`src/rtl/fpc_pkg.sv`:
```
// Read request path definitions
`default_nettype none

package fpc_pkg;

   // DMA channel count
   localparam int unsigned n_channels = 4;

   // Command fields, all in 8-byte units
   localparam int unsigned addr_width  = 61;   // Start address
   localparam int unsigned count_width = 19;   // Transfer length

   // 64 units of 8 bytes make one 512-byte block
   localparam int unsigned block_shift       = 6;
   localparam int unsigned block_addr_width  = addr_width - block_shift;   // 55
   localparam int unsigned block_count_width = count_width - block_shift;  // 13

   // Request tag
   localparam int unsigned tag_width     = 8;
   localparam int unsigned channel_width = 2;

   // tag_layout
   //   bit  7..6   zero
   //   bit  5..4   channel number
   //   bit  3      zero
   //   bit  2..0   tag low part, upper bits zero when fewer tags per channel
   // Built by fpc_rr_mux, decoded by each fpc_tag_pool
   localparam int unsigned tag_channel_lsb     = 4;
   localparam int unsigned tag_low_field_width = 3;

   // Scanner phase, one pass per granted channel
   typedef enum logic [1:0]
   {
      check,   // Test pending and tag free for current channel
      load,    // Capture block address and tag low
      step,    // Advance the splitter
      issue    // Hold request until accepted
   } scan_phase_t;

endpackage

`default_nettype wire

```
`src/rtl/fpc_block_splitter.sv`:
```
// Per-channel block splitter
`timescale 1ns/100ps
`default_nettype none

module fpc_block_splitter
(
   input  wire logic                                  clock,
   input  wire logic                                  reset,
   // Command, sampled on strobe
   input  wire logic                                  cmd_valid,
   input  wire logic [fpc_pkg::addr_width-1:0]        cmd_addr,    // 8-byte units
   input  wire logic [fpc_pkg::count_width-1:0]       cmd_count,   // 8-byte units
   output logic                                       cmd_ready,
   // Block stream towards the scanner
   input  wire logic                                  block_step,
   output logic                                       block_pending,
   output logic [fpc_pkg::block_addr_width-1:0]       block_addr
);

   // Blocks still to request
   logic [fpc_pkg::block_count_width-1:0] block_count;

   // Remaining count is control state
   always_ff @(posedge clock)
   begin
      if (reset)
      begin
         block_count <= '0;
      end
      else if (cmd_valid)
      begin
         // Partial block in low bits is dropped
         block_count <= cmd_count[fpc_pkg::count_width-1:fpc_pkg::block_shift];
      end
      else if (block_step)
      begin
         block_count <= block_count - 1'b1;   // One block issued
      end
   end

   // Address register, only meaningful while pending
   always_ff @(posedge clock)
   begin
      if (cmd_valid)
      begin
         block_addr <= cmd_addr[fpc_pkg::addr_width-1:fpc_pkg::block_shift];
      end
      else if (block_step)
      begin
         block_addr <= block_addr + 1'b1;   // Next 512-byte block
      end
   end

   // Pending from the count register, one cycle after the command
   assign block_pending = (block_count != '0);
   assign cmd_ready     = ~block_pending;   // Idle channel takes a new command

   // Command source must wait for the previous transfer to drain
   cmd_while_busy: assert property
   (
      @(posedge clock) disable iff (reset)
      cmd_valid |-> cmd_ready
   );

   // Scanner only steps a channel it found pending
   step_while_idle: assert property
   (
      @(posedge clock) disable iff (reset)
      block_step |-> block_pending
   );

endmodule

`default_nettype wire

```
`src/rtl/fpc_tag_pool.sv`:
```
// Per-channel read tag pool
`timescale 1ns/100ps
`default_nettype none

module fpc_tag_pool
#(
   parameter int tag_low_width = 3,   // 1 to 3, sets tags per channel
   parameter int channel_id    = 0    // Channel field this pool answers to
)
(
   input  wire logic                              clock,
   input  wire logic                              reset,
   // Offer towards the scanner
   input  wire logic                              tag_take,
   output logic                                   tag_free,
   output logic [tag_low_width-1:0]               tag_low,
   // Completion return
   input  wire logic                              cpl_valid,
   input  wire logic [fpc_pkg::tag_width-1:0]     cpl_tag
);

   localparam int n_tags = 2 ** tag_low_width;

   logic [n_tags-1:0]                  busy;          // One bit per outstanding tag
   logic [fpc_pkg::channel_width-1:0]  cpl_channel;   // Channel field of completion
   logic [tag_low_width-1:0]           release_idx;   // Tag low of completion
   logic                               release_hit;   // Completion belongs here

   // Decode the completion tag
   assign cpl_channel = cpl_tag[fpc_pkg::tag_channel_lsb +: fpc_pkg::channel_width];
   assign release_idx = cpl_tag[tag_low_width-1:0];
   assign release_hit = cpl_valid && (cpl_channel == fpc_pkg::channel_width'(channel_id));

   // Lowest free tag wins
   always_comb
   begin
      tag_low = '0;
      for (int t = n_tags - 1; t >= 0; t--)
      begin
         if (!busy[t])
         begin
            tag_low = tag_low_width'(t);
         end
      end
   end

   assign tag_free = ~&busy;   // Any zero bit

   // Take sets, completion clears
   // A taken tag is always free and a released one busy, so no overlap
   always_ff @(posedge clock)
   begin
      if (reset)
      begin
         busy <= '0;   // All tags free
      end
      else
      begin
         if (tag_take)
         begin
            busy[tag_low] <= 1'b1;
         end
         if (release_hit)
         begin
            busy[release_idx] <= 1'b0;
         end
      end
   end

   // Scanner only grants when a tag was offered
   take_while_empty: assert property
   (
      @(posedge clock) disable iff (reset)
      tag_take |-> tag_free
   );

   // Completer must not return a tag that was never issued
   release_of_idle: assert property
   (
      @(posedge clock) disable iff (reset)
      release_hit |-> busy[release_idx]
   );

endmodule

`default_nettype wire

```
`src/rtl/fpc_rr_mux.sv`:
```
// Round-robin read request scanner
`timescale 1ns/100ps
`default_nettype none

module fpc_rr_mux
#(
   parameter logic [fpc_pkg::n_channels-1:0] channel_enable = 4'b1111,
   parameter int                             tag_low_width  = 3
)
(
   input  wire logic                                                    clock,
   input  wire logic                                                    reset,
   // From splitters
   input  wire logic [fpc_pkg::n_channels-1:0]                          block_pending,
   input  wire logic [fpc_pkg::n_channels*fpc_pkg::block_addr_width-1:0] block_addr,
   output logic [fpc_pkg::n_channels-1:0]                               block_step,
   // From tag pools
   input  wire logic [fpc_pkg::n_channels-1:0]                          tag_free,
   input  wire logic [fpc_pkg::n_channels*tag_low_width-1:0]            tag_low,
   output logic [fpc_pkg::n_channels-1:0]                               tag_take,
   // Merged request port
   output logic                                                         req_valid,
   output logic [fpc_pkg::block_addr_width-1:0]                         req_addr,
   output logic [fpc_pkg::tag_width-1:0]                                req_tag,
   input  wire logic                                                    req_ready
);

   fpc_pkg::scan_phase_t                      phase;      // Scanner phase
   logic [fpc_pkg::channel_width-1:0]         chan;       // Channel under scan
   logic [fpc_pkg::n_channels-1:0]            chan_sel;   // One-hot of chan
   logic                                      chan_go;    // Current channel can issue
   logic [tag_low_width-1:0]                  tag_low_q;  // Captured tag low
   logic [fpc_pkg::tag_low_field_width-1:0]   tag_field;  // Zero-extended to layout

   // Enabled, has a block and holds a tag
   assign chan_go = channel_enable[chan] && block_pending[chan] && tag_free[chan];

   assign chan_sel  = fpc_pkg::n_channels'(1) << chan;
   assign req_valid = (phase == fpc_pkg::issue);

   // Strobes back to the chosen channel only
   assign block_step = (phase == fpc_pkg::step) ? chan_sel : '0;
   assign tag_take   = (phase == fpc_pkg::load) ? chan_sel : '0;   // Same tag as captured

   // Tag per layout: 00, channel, 0, tag low
   assign tag_field = fpc_pkg::tag_low_field_width'(tag_low_q);
   assign req_tag   = {2'b00, chan, 1'b0, tag_field};

   // Phase and channel counter
   always_ff @(posedge clock)
   begin
      if (reset)
      begin
         phase <= fpc_pkg::check;
         chan  <= '0;   // Start at channel 0
      end
      else
      begin
         case (phase)
            fpc_pkg::check:
            begin
               if (chan_go)
               begin
                  phase <= fpc_pkg::load;
               end
               else
               begin
                  chan <= chan + 1'b1;   // Skip to next channel
               end
            end
            fpc_pkg::load:
            begin
               phase <= fpc_pkg::step;
            end
            fpc_pkg::step:
            begin
               phase <= fpc_pkg::issue;
            end
            fpc_pkg::issue:
            begin
               // Hold everything under back-pressure
               if (req_ready)
               begin
                  phase <= fpc_pkg::check;
                  chan  <= chan + 1'b1;   // Wraps 3 to 0
               end
            end
            default:
            begin
               phase <= fpc_pkg::check;
            end
         endcase
      end
   end

   // Request payload, captured before the splitter steps
   always_ff @(posedge clock)
   begin
      if (phase == fpc_pkg::load)
      begin
         req_addr  <= block_addr[chan*fpc_pkg::block_addr_width +: fpc_pkg::block_addr_width];
         tag_low_q <= tag_low[chan*tag_low_width +: tag_low_width];
      end
   end

   // Stalled request keeps phase, address and tag
   req_stable: assert property
   (
      @(posedge clock) disable iff (reset)
      (phase == fpc_pkg::issue && !req_ready) |=>
         (phase == fpc_pkg::issue && $stable(req_addr) && $stable(req_tag))
   );

   // Each step follows the take of the same channel one cycle before
   step_after_take: assert property
   (
      @(posedge clock) disable iff (reset)
      |block_step |-> (block_step == $past(tag_take))
   );

endmodule

`default_nettype wire

```
`src/rtl/fpc_read_request.sv`:
```
// Read request path top level
`timescale 1ns/100ps
`default_nettype none

module fpc_read_request
#(
   parameter logic [fpc_pkg::n_channels-1:0] channel_enable = 4'b1111,
   parameter int                             tag_low_width  = 3
)
(
   input  wire logic                                clock,
   input  wire logic                                reset,
   // DMA commands, address and count shared
   input  wire logic [fpc_pkg::n_channels-1:0]      cmd_valid,
   input  wire logic [fpc_pkg::addr_width-1:0]      cmd_addr,
   input  wire logic [fpc_pkg::count_width-1:0]     cmd_count,
   output logic [fpc_pkg::n_channels-1:0]           cmd_ready,
   // Completion tag return
   input  wire logic                                cpl_valid,
   input  wire logic [fpc_pkg::tag_width-1:0]       cpl_tag,
   // Block read requests
   output logic                                     req_valid,
   output logic [fpc_pkg::block_addr_width-1:0]     req_addr,
   output logic [fpc_pkg::tag_width-1:0]            req_tag,
   input  wire logic                                req_ready
);

   localparam int baw = fpc_pkg::block_addr_width;

   // Per-channel buses towards the scanner
   logic [fpc_pkg::n_channels-1:0]               block_pending;
   logic [fpc_pkg::n_channels*baw-1:0]           block_addr;
   logic [fpc_pkg::n_channels-1:0]               block_step;
   logic [fpc_pkg::n_channels-1:0]               tag_free;
   logic [fpc_pkg::n_channels*tag_low_width-1:0] tag_low;
   logic [fpc_pkg::n_channels-1:0]               tag_take;

   for (genvar i = 0; i < fpc_pkg::n_channels; i++)
   begin : g_channel
      if (channel_enable[i])
      begin : g_on
         fpc_block_splitter i_fpc_block_splitter
         (
            .clock         (clock),
            .reset         (reset),
            .cmd_valid     (cmd_valid[i]),
            .cmd_addr      (cmd_addr),
            .cmd_count     (cmd_count),
            .cmd_ready     (cmd_ready[i]),
            .block_step    (block_step[i]),
            .block_pending (block_pending[i]),
            .block_addr    (block_addr[i*baw +: baw])
         );

         fpc_tag_pool #(
            .tag_low_width (tag_low_width),
            .channel_id    (i)
         ) i_fpc_tag_pool (
            .clock     (clock),
            .reset     (reset),
            .tag_take  (tag_take[i]),
            .tag_free  (tag_free[i]),
            .tag_low   (tag_low[i*tag_low_width +: tag_low_width]),
            .cpl_valid (cpl_valid),
            .cpl_tag   (cpl_tag)
         );
      end
      else
      begin : g_off
         // Absent channel, never pending, never free, never ready
         assign cmd_ready[i]                             = 1'b0;
         assign block_pending[i]                         = 1'b0;
         assign block_addr[i*baw +: baw]                 = '0;
         assign tag_free[i]                              = 1'b0;
         assign tag_low[i*tag_low_width +: tag_low_width] = '0;
      end
   end

   fpc_rr_mux #(
      .channel_enable (channel_enable),
      .tag_low_width  (tag_low_width)
   ) i_fpc_rr_mux (
      .clock         (clock),
      .reset         (reset),
      .block_pending (block_pending),
      .block_addr    (block_addr),
      .block_step    (block_step),
      .tag_free      (tag_free),
      .tag_low       (tag_low),
      .tag_take      (tag_take),
      .req_valid     (req_valid),
      .req_addr      (req_addr),
      .req_tag       (req_tag),
      .req_ready     (req_ready)
   );

endmodule

`default_nettype wire

```
`config.mk`:
```
export PLATFORM = sky130hd
export DESIGN_NAME = fpc_read_request
export DESIGN_NICKNAME = d
export VERILOG_FILES = /design/src/rtl/fpc_pkg.sv /design/src/rtl/fpc_block_splitter.sv /design/src/rtl/fpc_tag_pool.sv /design/src/rtl/fpc_rr_mux.sv /design/src/rtl/fpc_read_request.sv
export SDC_FILE = /design/constraint.sdc
export NUM_CORES = 1
export LEC_CHECK = 0
export ABC_CLOCK_PERIOD_IN_PS = 7700
export BUFFER_PORTS_ARGS = -buffer_cell sky130_fd_sc_hd__buf_4
export CORE_ASPECT_RATIO = 1.1
export CORE_UTILIZATION = 50
export CTS_CLUSTER_DIAMETER = 40
export DETAILED_ROUTE_END_ITERATION = 16
export HOLD_SLACK_MARGIN = 0.03
export PLACE_DENSITY = 0.66
export SLEW_MARGIN = 15
export SYNTH_ARGS = -nofsm -noshare
export SYNTH_HDL_FRONTEND = slang
export SYNTH_SLANG_ARGS = --single-unit
```
`constraint.sdc`:
```
create_clock -name clock -period 7.7 [get_ports clock]
set_clock_uncertainty 0.1 [all_clocks]
set_input_delay 1.155 -clock clock [delete_from_list [all_inputs] [get_ports clock]]
set_output_delay 1.155 -clock clock [all_outputs]
set_load 0.005 [all_outputs]
```
Word-level counts from Yosys, hierarchy flattened
Cells that the tools add are included.
W data, S select, Z words.
{"block": "totals", "regBits": 366, "elab_cells": 179}
{"block": "classes", "n_eq_ne": 9, "addsub": 9, "bitwise": 13, "mux": 84, "shifts": 3, "n_reduce_logical": 32, "n_mul": 2, "order_cmp": 11}
{"cell": "$mux W55", "n": 8}
{"cell": "$add A55 B1 Y55 const B", "n": 4}
{"cell": "$shiftx A220 B9 Y55", "n": 1}
{"cell": "$mux W13", "n": 8}
{"cell": "$mux W3", "n": 32}
{"cell": "$mux W8", "n": 12}
{"cell": "$reduce_bool A13 Y1", "n": 4}
{"cell": "$sub A13 B1 Y13 const B", "n": 4}
{"cell": "$and A8 B8 Y8", "n": 4}
{"cell": "$or A8 B8 Y8", "n": 4}
{"cell": "$reduce_and A8 Y1", "n": 4}
{"cell": "$lt A3 B4 Y1 const B", "n": 5}
{"cell": "$demux W1 S3", "n": 5}
{"cell": "$ge A3 B1 Y1 const B", "n": 5}
{"cell": "$shiftx A12 B5 Y3", "n": 1}
{"cell": "$logic_and A1 B1 Y1", "n": 11}
{"cell": "$reduce_bool A2 Y1", "n": 5}
{"cell": "$eq A2 B2 Y1 const B", "n": 4}
{"cell": "$mul A2 B6 Y8 const B", "n": 1}
{"cell": "$mux W1", "n": 8}
{"cell": "$mux W2", "n": 4}
{"cell": "$mux W4", "n": 2}
{"cell": "$not A8 Y8", "n": 1}
{"cell": "$pmux W2 S4", "n": 1}
{"cell": "14 further kinds", "n": 25}

Depth between registers and ports, before layout
{"block": "logic_depth", "depth_word": 17, "ltp_mapped": 10, "depth_no_buf": 8}

By module
A second synthesis with hierarchy kept.
{"block": "hier_totals", "cells_unflattened": 2284, "hier_area_um2": 22425.3}
{"mod": "fpc_block_splitter", "area_each_um2": 4245.3, "seq_area_each_um2": 1911.8, "cells_per_inst": 470, "n_inst": 4}
{"mod": "fpc_rr_mux", "area_each_um2": 3611.0, "seq_area_each_um2": 1821.7, "cells_per_inst": 187, "n_inst": 1}
{"mod": "fpc_tag_pool at g_channel[1].g_on.i_fpc_tag_pool ...", "area_each_um2": 454.2, "seq_area_each_um2": 160.2, "cells_per_inst": 53, "n_inst": 2}
{"mod": "fpc_tag_pool at g_channel[0].g_on.i_fpc_tag_pool", "area_each_um2": 478.0, "seq_area_each_um2": 160.2, "cells_per_inst": 56, "n_inst": 1}
{"mod": "fpc_tag_pool at g_channel[3].g_on.i_fpc_tag_pool", "area_each_um2": 446.7, "seq_area_each_um2": 160.2, "cells_per_inst": 55, "n_inst": 1}

Worst setup path before layout
Ideal clock, no wire load.
{"block": "synth_path", "kind": "input -> register", "startpoint": "in cmd_valid[0] (netlist name)", "endpoint": "reg g_channel[0].g_on.i_fpc_block_splitter.block_addr[0] (netlist name) (enable)", "setup_ns": 0.422, "n_path_buf": 2, "arrival_ns": 3.220, "slack_ns": 3.958, "stages": 3, "cell_sequence": "clkbuf_1 > buf_1 > nand2b_1"}
{"block": "synth_between", "elab_chain_cells": 1}
{"element": "start, declared", "line": "fpc_read_request.sv:14", "text": "input wire logic [fpc_pkg::n_channels-1:0] cmd_valid,"}
{"element": "$reduce_bool A2 Y1 (no line)"}
{"element": "end signal, assigned", "line": "fpc_block_splitter.sv:46", "text": "block_addr <= cmd_addr[fpc_pkg::addr_width-1:fpc_pkg::block_shift];"}
{"element": "end signal, assigned", "line": "fpc_block_splitter.sv:50", "text": "block_addr <= block_addr + 1'b1;"}
{"element": "end, declared", "line": "fpc_block_splitter.sv:17", "text": "output logic [fpc_pkg::block_addr_width-1:0] block_addr"}
Every way passes these cells.
A chain may end at the register's enable or synchronous reset.

Final worst setup path
{"block": "layout_path", "startpoint": "reg g_channel[0].g_on.i_fpc_block_splitter.block_count[0] (netlist name)", "endpoint": "out cmd_ready[0] (netlist name)"}
{"block": "layout_between", "elab_chain_cells": 2}
{"element": "start, declared", "line": "fpc_block_splitter.sv:21", "text": "logic [fpc_pkg::block_count_width-1:0] block_count;"}
{"element": "start signal, assigned", "line": "fpc_block_splitter.sv:33", "text": "block_count <= cmd_count[fpc_pkg::count_width-1:fpc_pkg::block_shift];"}
{"element": "start signal, assigned", "line": "fpc_block_splitter.sv:37", "text": "block_count <= block_count - 1'b1;"}
{"element": "$reduce_bool A13 Y1", "line": "fpc_block_splitter.sv:55", "text": "assign block_pending = (block_count != '0);"}
{"element": "$not A1 Y1", "line": "fpc_block_splitter.sv:56", "text": "assign cmd_ready = ~block_pending;"}
{"element": "end, declared", "line": "fpc_read_request.sv:17", "text": "output logic [fpc_pkg::n_channels-1:0] cmd_ready,"}
Every way passes these cells.

==> impl_metrics.py <==
metrics = {
    "cts": {
        "holdBufCountCts": 0,
        "cts_sinks": 366,
        "root_buffer": "clkbuf_16",
        "cts_buffer_depth": 3,
        "clk_pin_slew_worst_paths_ps": 60,
        "cts_resized": 0,
        "worstSkewPairLatency_ps": 590,
        "cts_setup_buffers": 0,
        "cts-buffers-inserted": 66,
        "cts_tree": "done",
        "htreeDepth": 3,
    },
    "synth": {
        "yosysTopAreaCell": "edfxtp_1",
        "synthXorXnorAreaFrac_pct": 10.6,
        "post_synth_and_or_nand_nor_area_fraction_pct": 19.9,
        "synth_top_family_by_area": "simple AND/OR/NAND/NOR gates",
        "yosys-top-cells-area": "edfxtp_1, dfxtp_1, mux4_2, nand2_1, xor2_1",
        "synth_ff_type": "edfxtp_1",
        "muxShareOfSynthArea_pct": 7.93,
        "synthArstFlopShare_pct": 0,
        "ys_ff_latch": 366,
        "synth.distinct_cells": 55,
        "synth_top_area_share_pct": 39.9,
        "synth_adder_area_share_pct": 1.20,
        "yosysMostFrequentCell": "nand2_1",
        "synth_commonest_cells": "nand2_1, edfxtp_1, o21ai_0",
        "synth_cells": 2074,
        "synth_edf_count": 278,
        "yosys_warnings": 0,
        "seq_area_frac_synth_pct": 48.4,
        "synth_compound_area_share_pct": 9.07,
        "synth.avg_cell_area_sq_um": 10.1,
        "syn_area_sq_um": 20900,
    },
    "worst_setup_path": {
        "critPathMaxFanout": 3,
        "arrival_ps": 2600,
        "required_ps": 6440,
        "critPathKind": "flip-flop to primary output",
        "critPathLaunchType": "flip-flop",
        "endpoint_kind": "primary output",
    },
    "floorplanning": {
        "start_util_pct": 50.7,
        "ioPinCount": 164,
        "die_area_sq_um": 42600,
        "die_w_um": 197,
        "num_rows": 78,
        "fp.dieH_um": 216,
        "core-area_sq_um": 41200,
    },
    "global_routing": {
        "grt_pass1_wl_mm": 89.9,
        "grt_pass1_vias": 16304,
        "antenna_found_initial": 2,
        "grt.overflow.total": 0,
        "grt_start_max_net_pins": 94,
        "grt_usage_pct": 27.3,
    },
    "timing": {
        "relSlewSlack_pct": 20.3,
        "layout_setup_ws_ps": 3850,
        "fin_crit_sh_pct": 50.1,
        "worstMarginPinSlew_ps": 1190,
        "fmax_ghz": 0.259,
        "drv_slew": 0,
        "fin_setup_tns_ps": 0,
        "period_minus_slack_ps": 3850,
        "finalSetupViolCount": 0,
        "final_hold_viol_count": 0,
        "rsz0062_at_grt": "false",
    },
    "placement": {
        "gp_congestion": 0.859,
        "place_area_sq_um": 22400,
        "pre_cts_ws_ps": 4300,
        "port_buffers": 145,
        "dp_hpwl_mm": 37.9,
    },
    "power": {
        "seq_power_share_pct": 40.5,
        "ir_drop_mv": 0.418,
        "power.net_switching_mw": 2.02,
        "switching_share_pct": 28.5,
        "internal-power_mw": 5.08,
        "power_mw": 7.11,
        "power_density_nw_per_um2": 288,
        "p_comb_share_pct": 17.9,
        "power_frac_clock_pct": 41.5,
        "leakagePower_nw": 8.61,
    },
    "detailed_routing": {
        "antenna_left": 0,
        "drt_first_pass_iters": 5,
        "drc": 0,
        "via_per_inst": 5.90,
        "wire_per_inst_um": 20.4,
        "vias": 16584,
        "finalWirelength_mm": 57.2,
        "drt_iter0_markers": 1476,
    },
    "status": {
        "status": "completed",
    },
    "finish": {
        "nNetsFinal": 2310,
        "area_delta_synth_final_pct": 18.1,
        "final_layout_size_suffix_gt1_share_pct": 16.5,
        "stdcell_area_sq_um": 24700,
    },
    "flow_run": {
        "maxCapViolations": 0,
    },
    "hold_path": {
        "hold_class": "flip-flop to flip-flop",
    },
}
path summary, 6_finish.rpt:
check / from / cells past startpoint / slack, ps / end
hold reg to reg: i_fpc_rr_mux.phase[1] / 2 / 410 / i_fpc_rr_mux.phase[1]
setup reg to reg: flip-flop / 6 / 4270 / flip-flop
hold / removal: i_fpc_rr_mux.phase[1] / 2 / 410 / i_fpc_rr_mux.phase[1]
setup / recovery: flip-flop / 5 / 3850 / cmd_ready[0]
final cells by class:
cell class              instances  area (sq um)
repair buffers                159          1190
fillers                      3449         16500
inverters                      40           150
multi-input cells            1561         10200
clock inverters                44           493
diodes                          1          2.50
clock buffers                  78          1770
flip-flops and latches        366         10100
well taps                     560           701
kinds of logic after synthesis:
| group | after synthesis |
|---|---|
| and+or+nand+nor | 847 |
| DFF | 366 |
| buffers and inverters | 149 |
| adders and majority gates | 20 |
| muxes | 93 |
| xor gates and xnor gates | 254 |
| AOI/OAI and AO/OA | 344 |
| other | 1 |
through the flow:
stage	utilization (%)	hold WS, ps	instances
6_report	59.9	412	2809
5_1_grt	59.9	443	2808
4_1_cts	59.9	426	2808
3_5_place_dp	54.4	410	2686
3_3_place_gp	54.4	398	2686
2_1_floorplan	-	379	2076
worst max-delay path, stage by stage, from the launching register on:
cell	delay (ps)
dfxtp_1	310
inv_1	100
ha_1	160
or4b_2	580
nor4_1	620
buf_4	230
power by group through the flow:
stage / clock [mW] / sequential [mW] / combinational [mW]
after floorplan: 0 / 2.77 / 0.854
after global placement: 0 / 2.90 / 1.25
after detailed placement: 0 / 2.91 / 1.28
after CTS: 2.99 / 2.88 / 1.29
after global routing: 3.09 / 2.92 / 1.39
final: 2.95 / 2.88 / 1.27
cells in the final DEF (no fill, tap or decap), types with 19 or more instances in the layout:
| cell | Yosys | final |
|---|---|---|
| nand2_1 | 314 | 313 |
| edfxtp_1 | 278 | 278 |
| o21ai_0 | 205 | 205 |
| buf_4 | 8 | 159 |
| nor2_1 | 156 | 156 |
| xor2_1 | 131 | 131 |
| xnor2_1 | 123 | 123 |
| nand3_1 | 87 | 87 |
| dfxtp_1 | 88 | 86 |
| clkbuf_16 | 0 | 68 |
| a21oi_1 | 58 | 58 |
| mux4_2 | 57 | 57 |
| nand4_1 | 54 | 54 |
| and3_1 | 46 | 46 |
| inv_1 | 40 | 40 |
| nor3_1 | 38 | 38 |
| nor4_1 | 32 | 29 |
| mux2i_1 | 25 | 25 |
| a211oi_1 | 19 | 19 |
| and4_1 | 19 | 19 |
| ha_1 | 20 | 19 |
state kept, by name, summed over array words and instances (netlist names):
signal / count
i_fpc_rr_mux.tag_field: 3
i_fpc_rr_mux.req_addr: 55
g_channel.g_on.i_fpc_block_splitter.block_addr: 220
i_fpc_rr_mux.phase: 2
g_channel.g_on.i_fpc_block_splitter.block_count: 52
i_fpc_rr_mux.chan: 2
g_channel.g_on.i_fpc_tag_pool.busy: 32
metal layers:
metal | track usage, % | share of wire [%] | wire length [um] | up-vias
met1 | 35.5 | 41 | 23200 | 7929
li1 | - | - | - | 7799
met2 | 44.9 | 47 | 27100 | 719
met4 | 11.6 | 3.6 | 2090 | 4
met3 | 5.06 | 8.4 | 4830 | 133
met5 | 0 | 0.054 | 31 | -
Power figures use the tool's default switching activity.
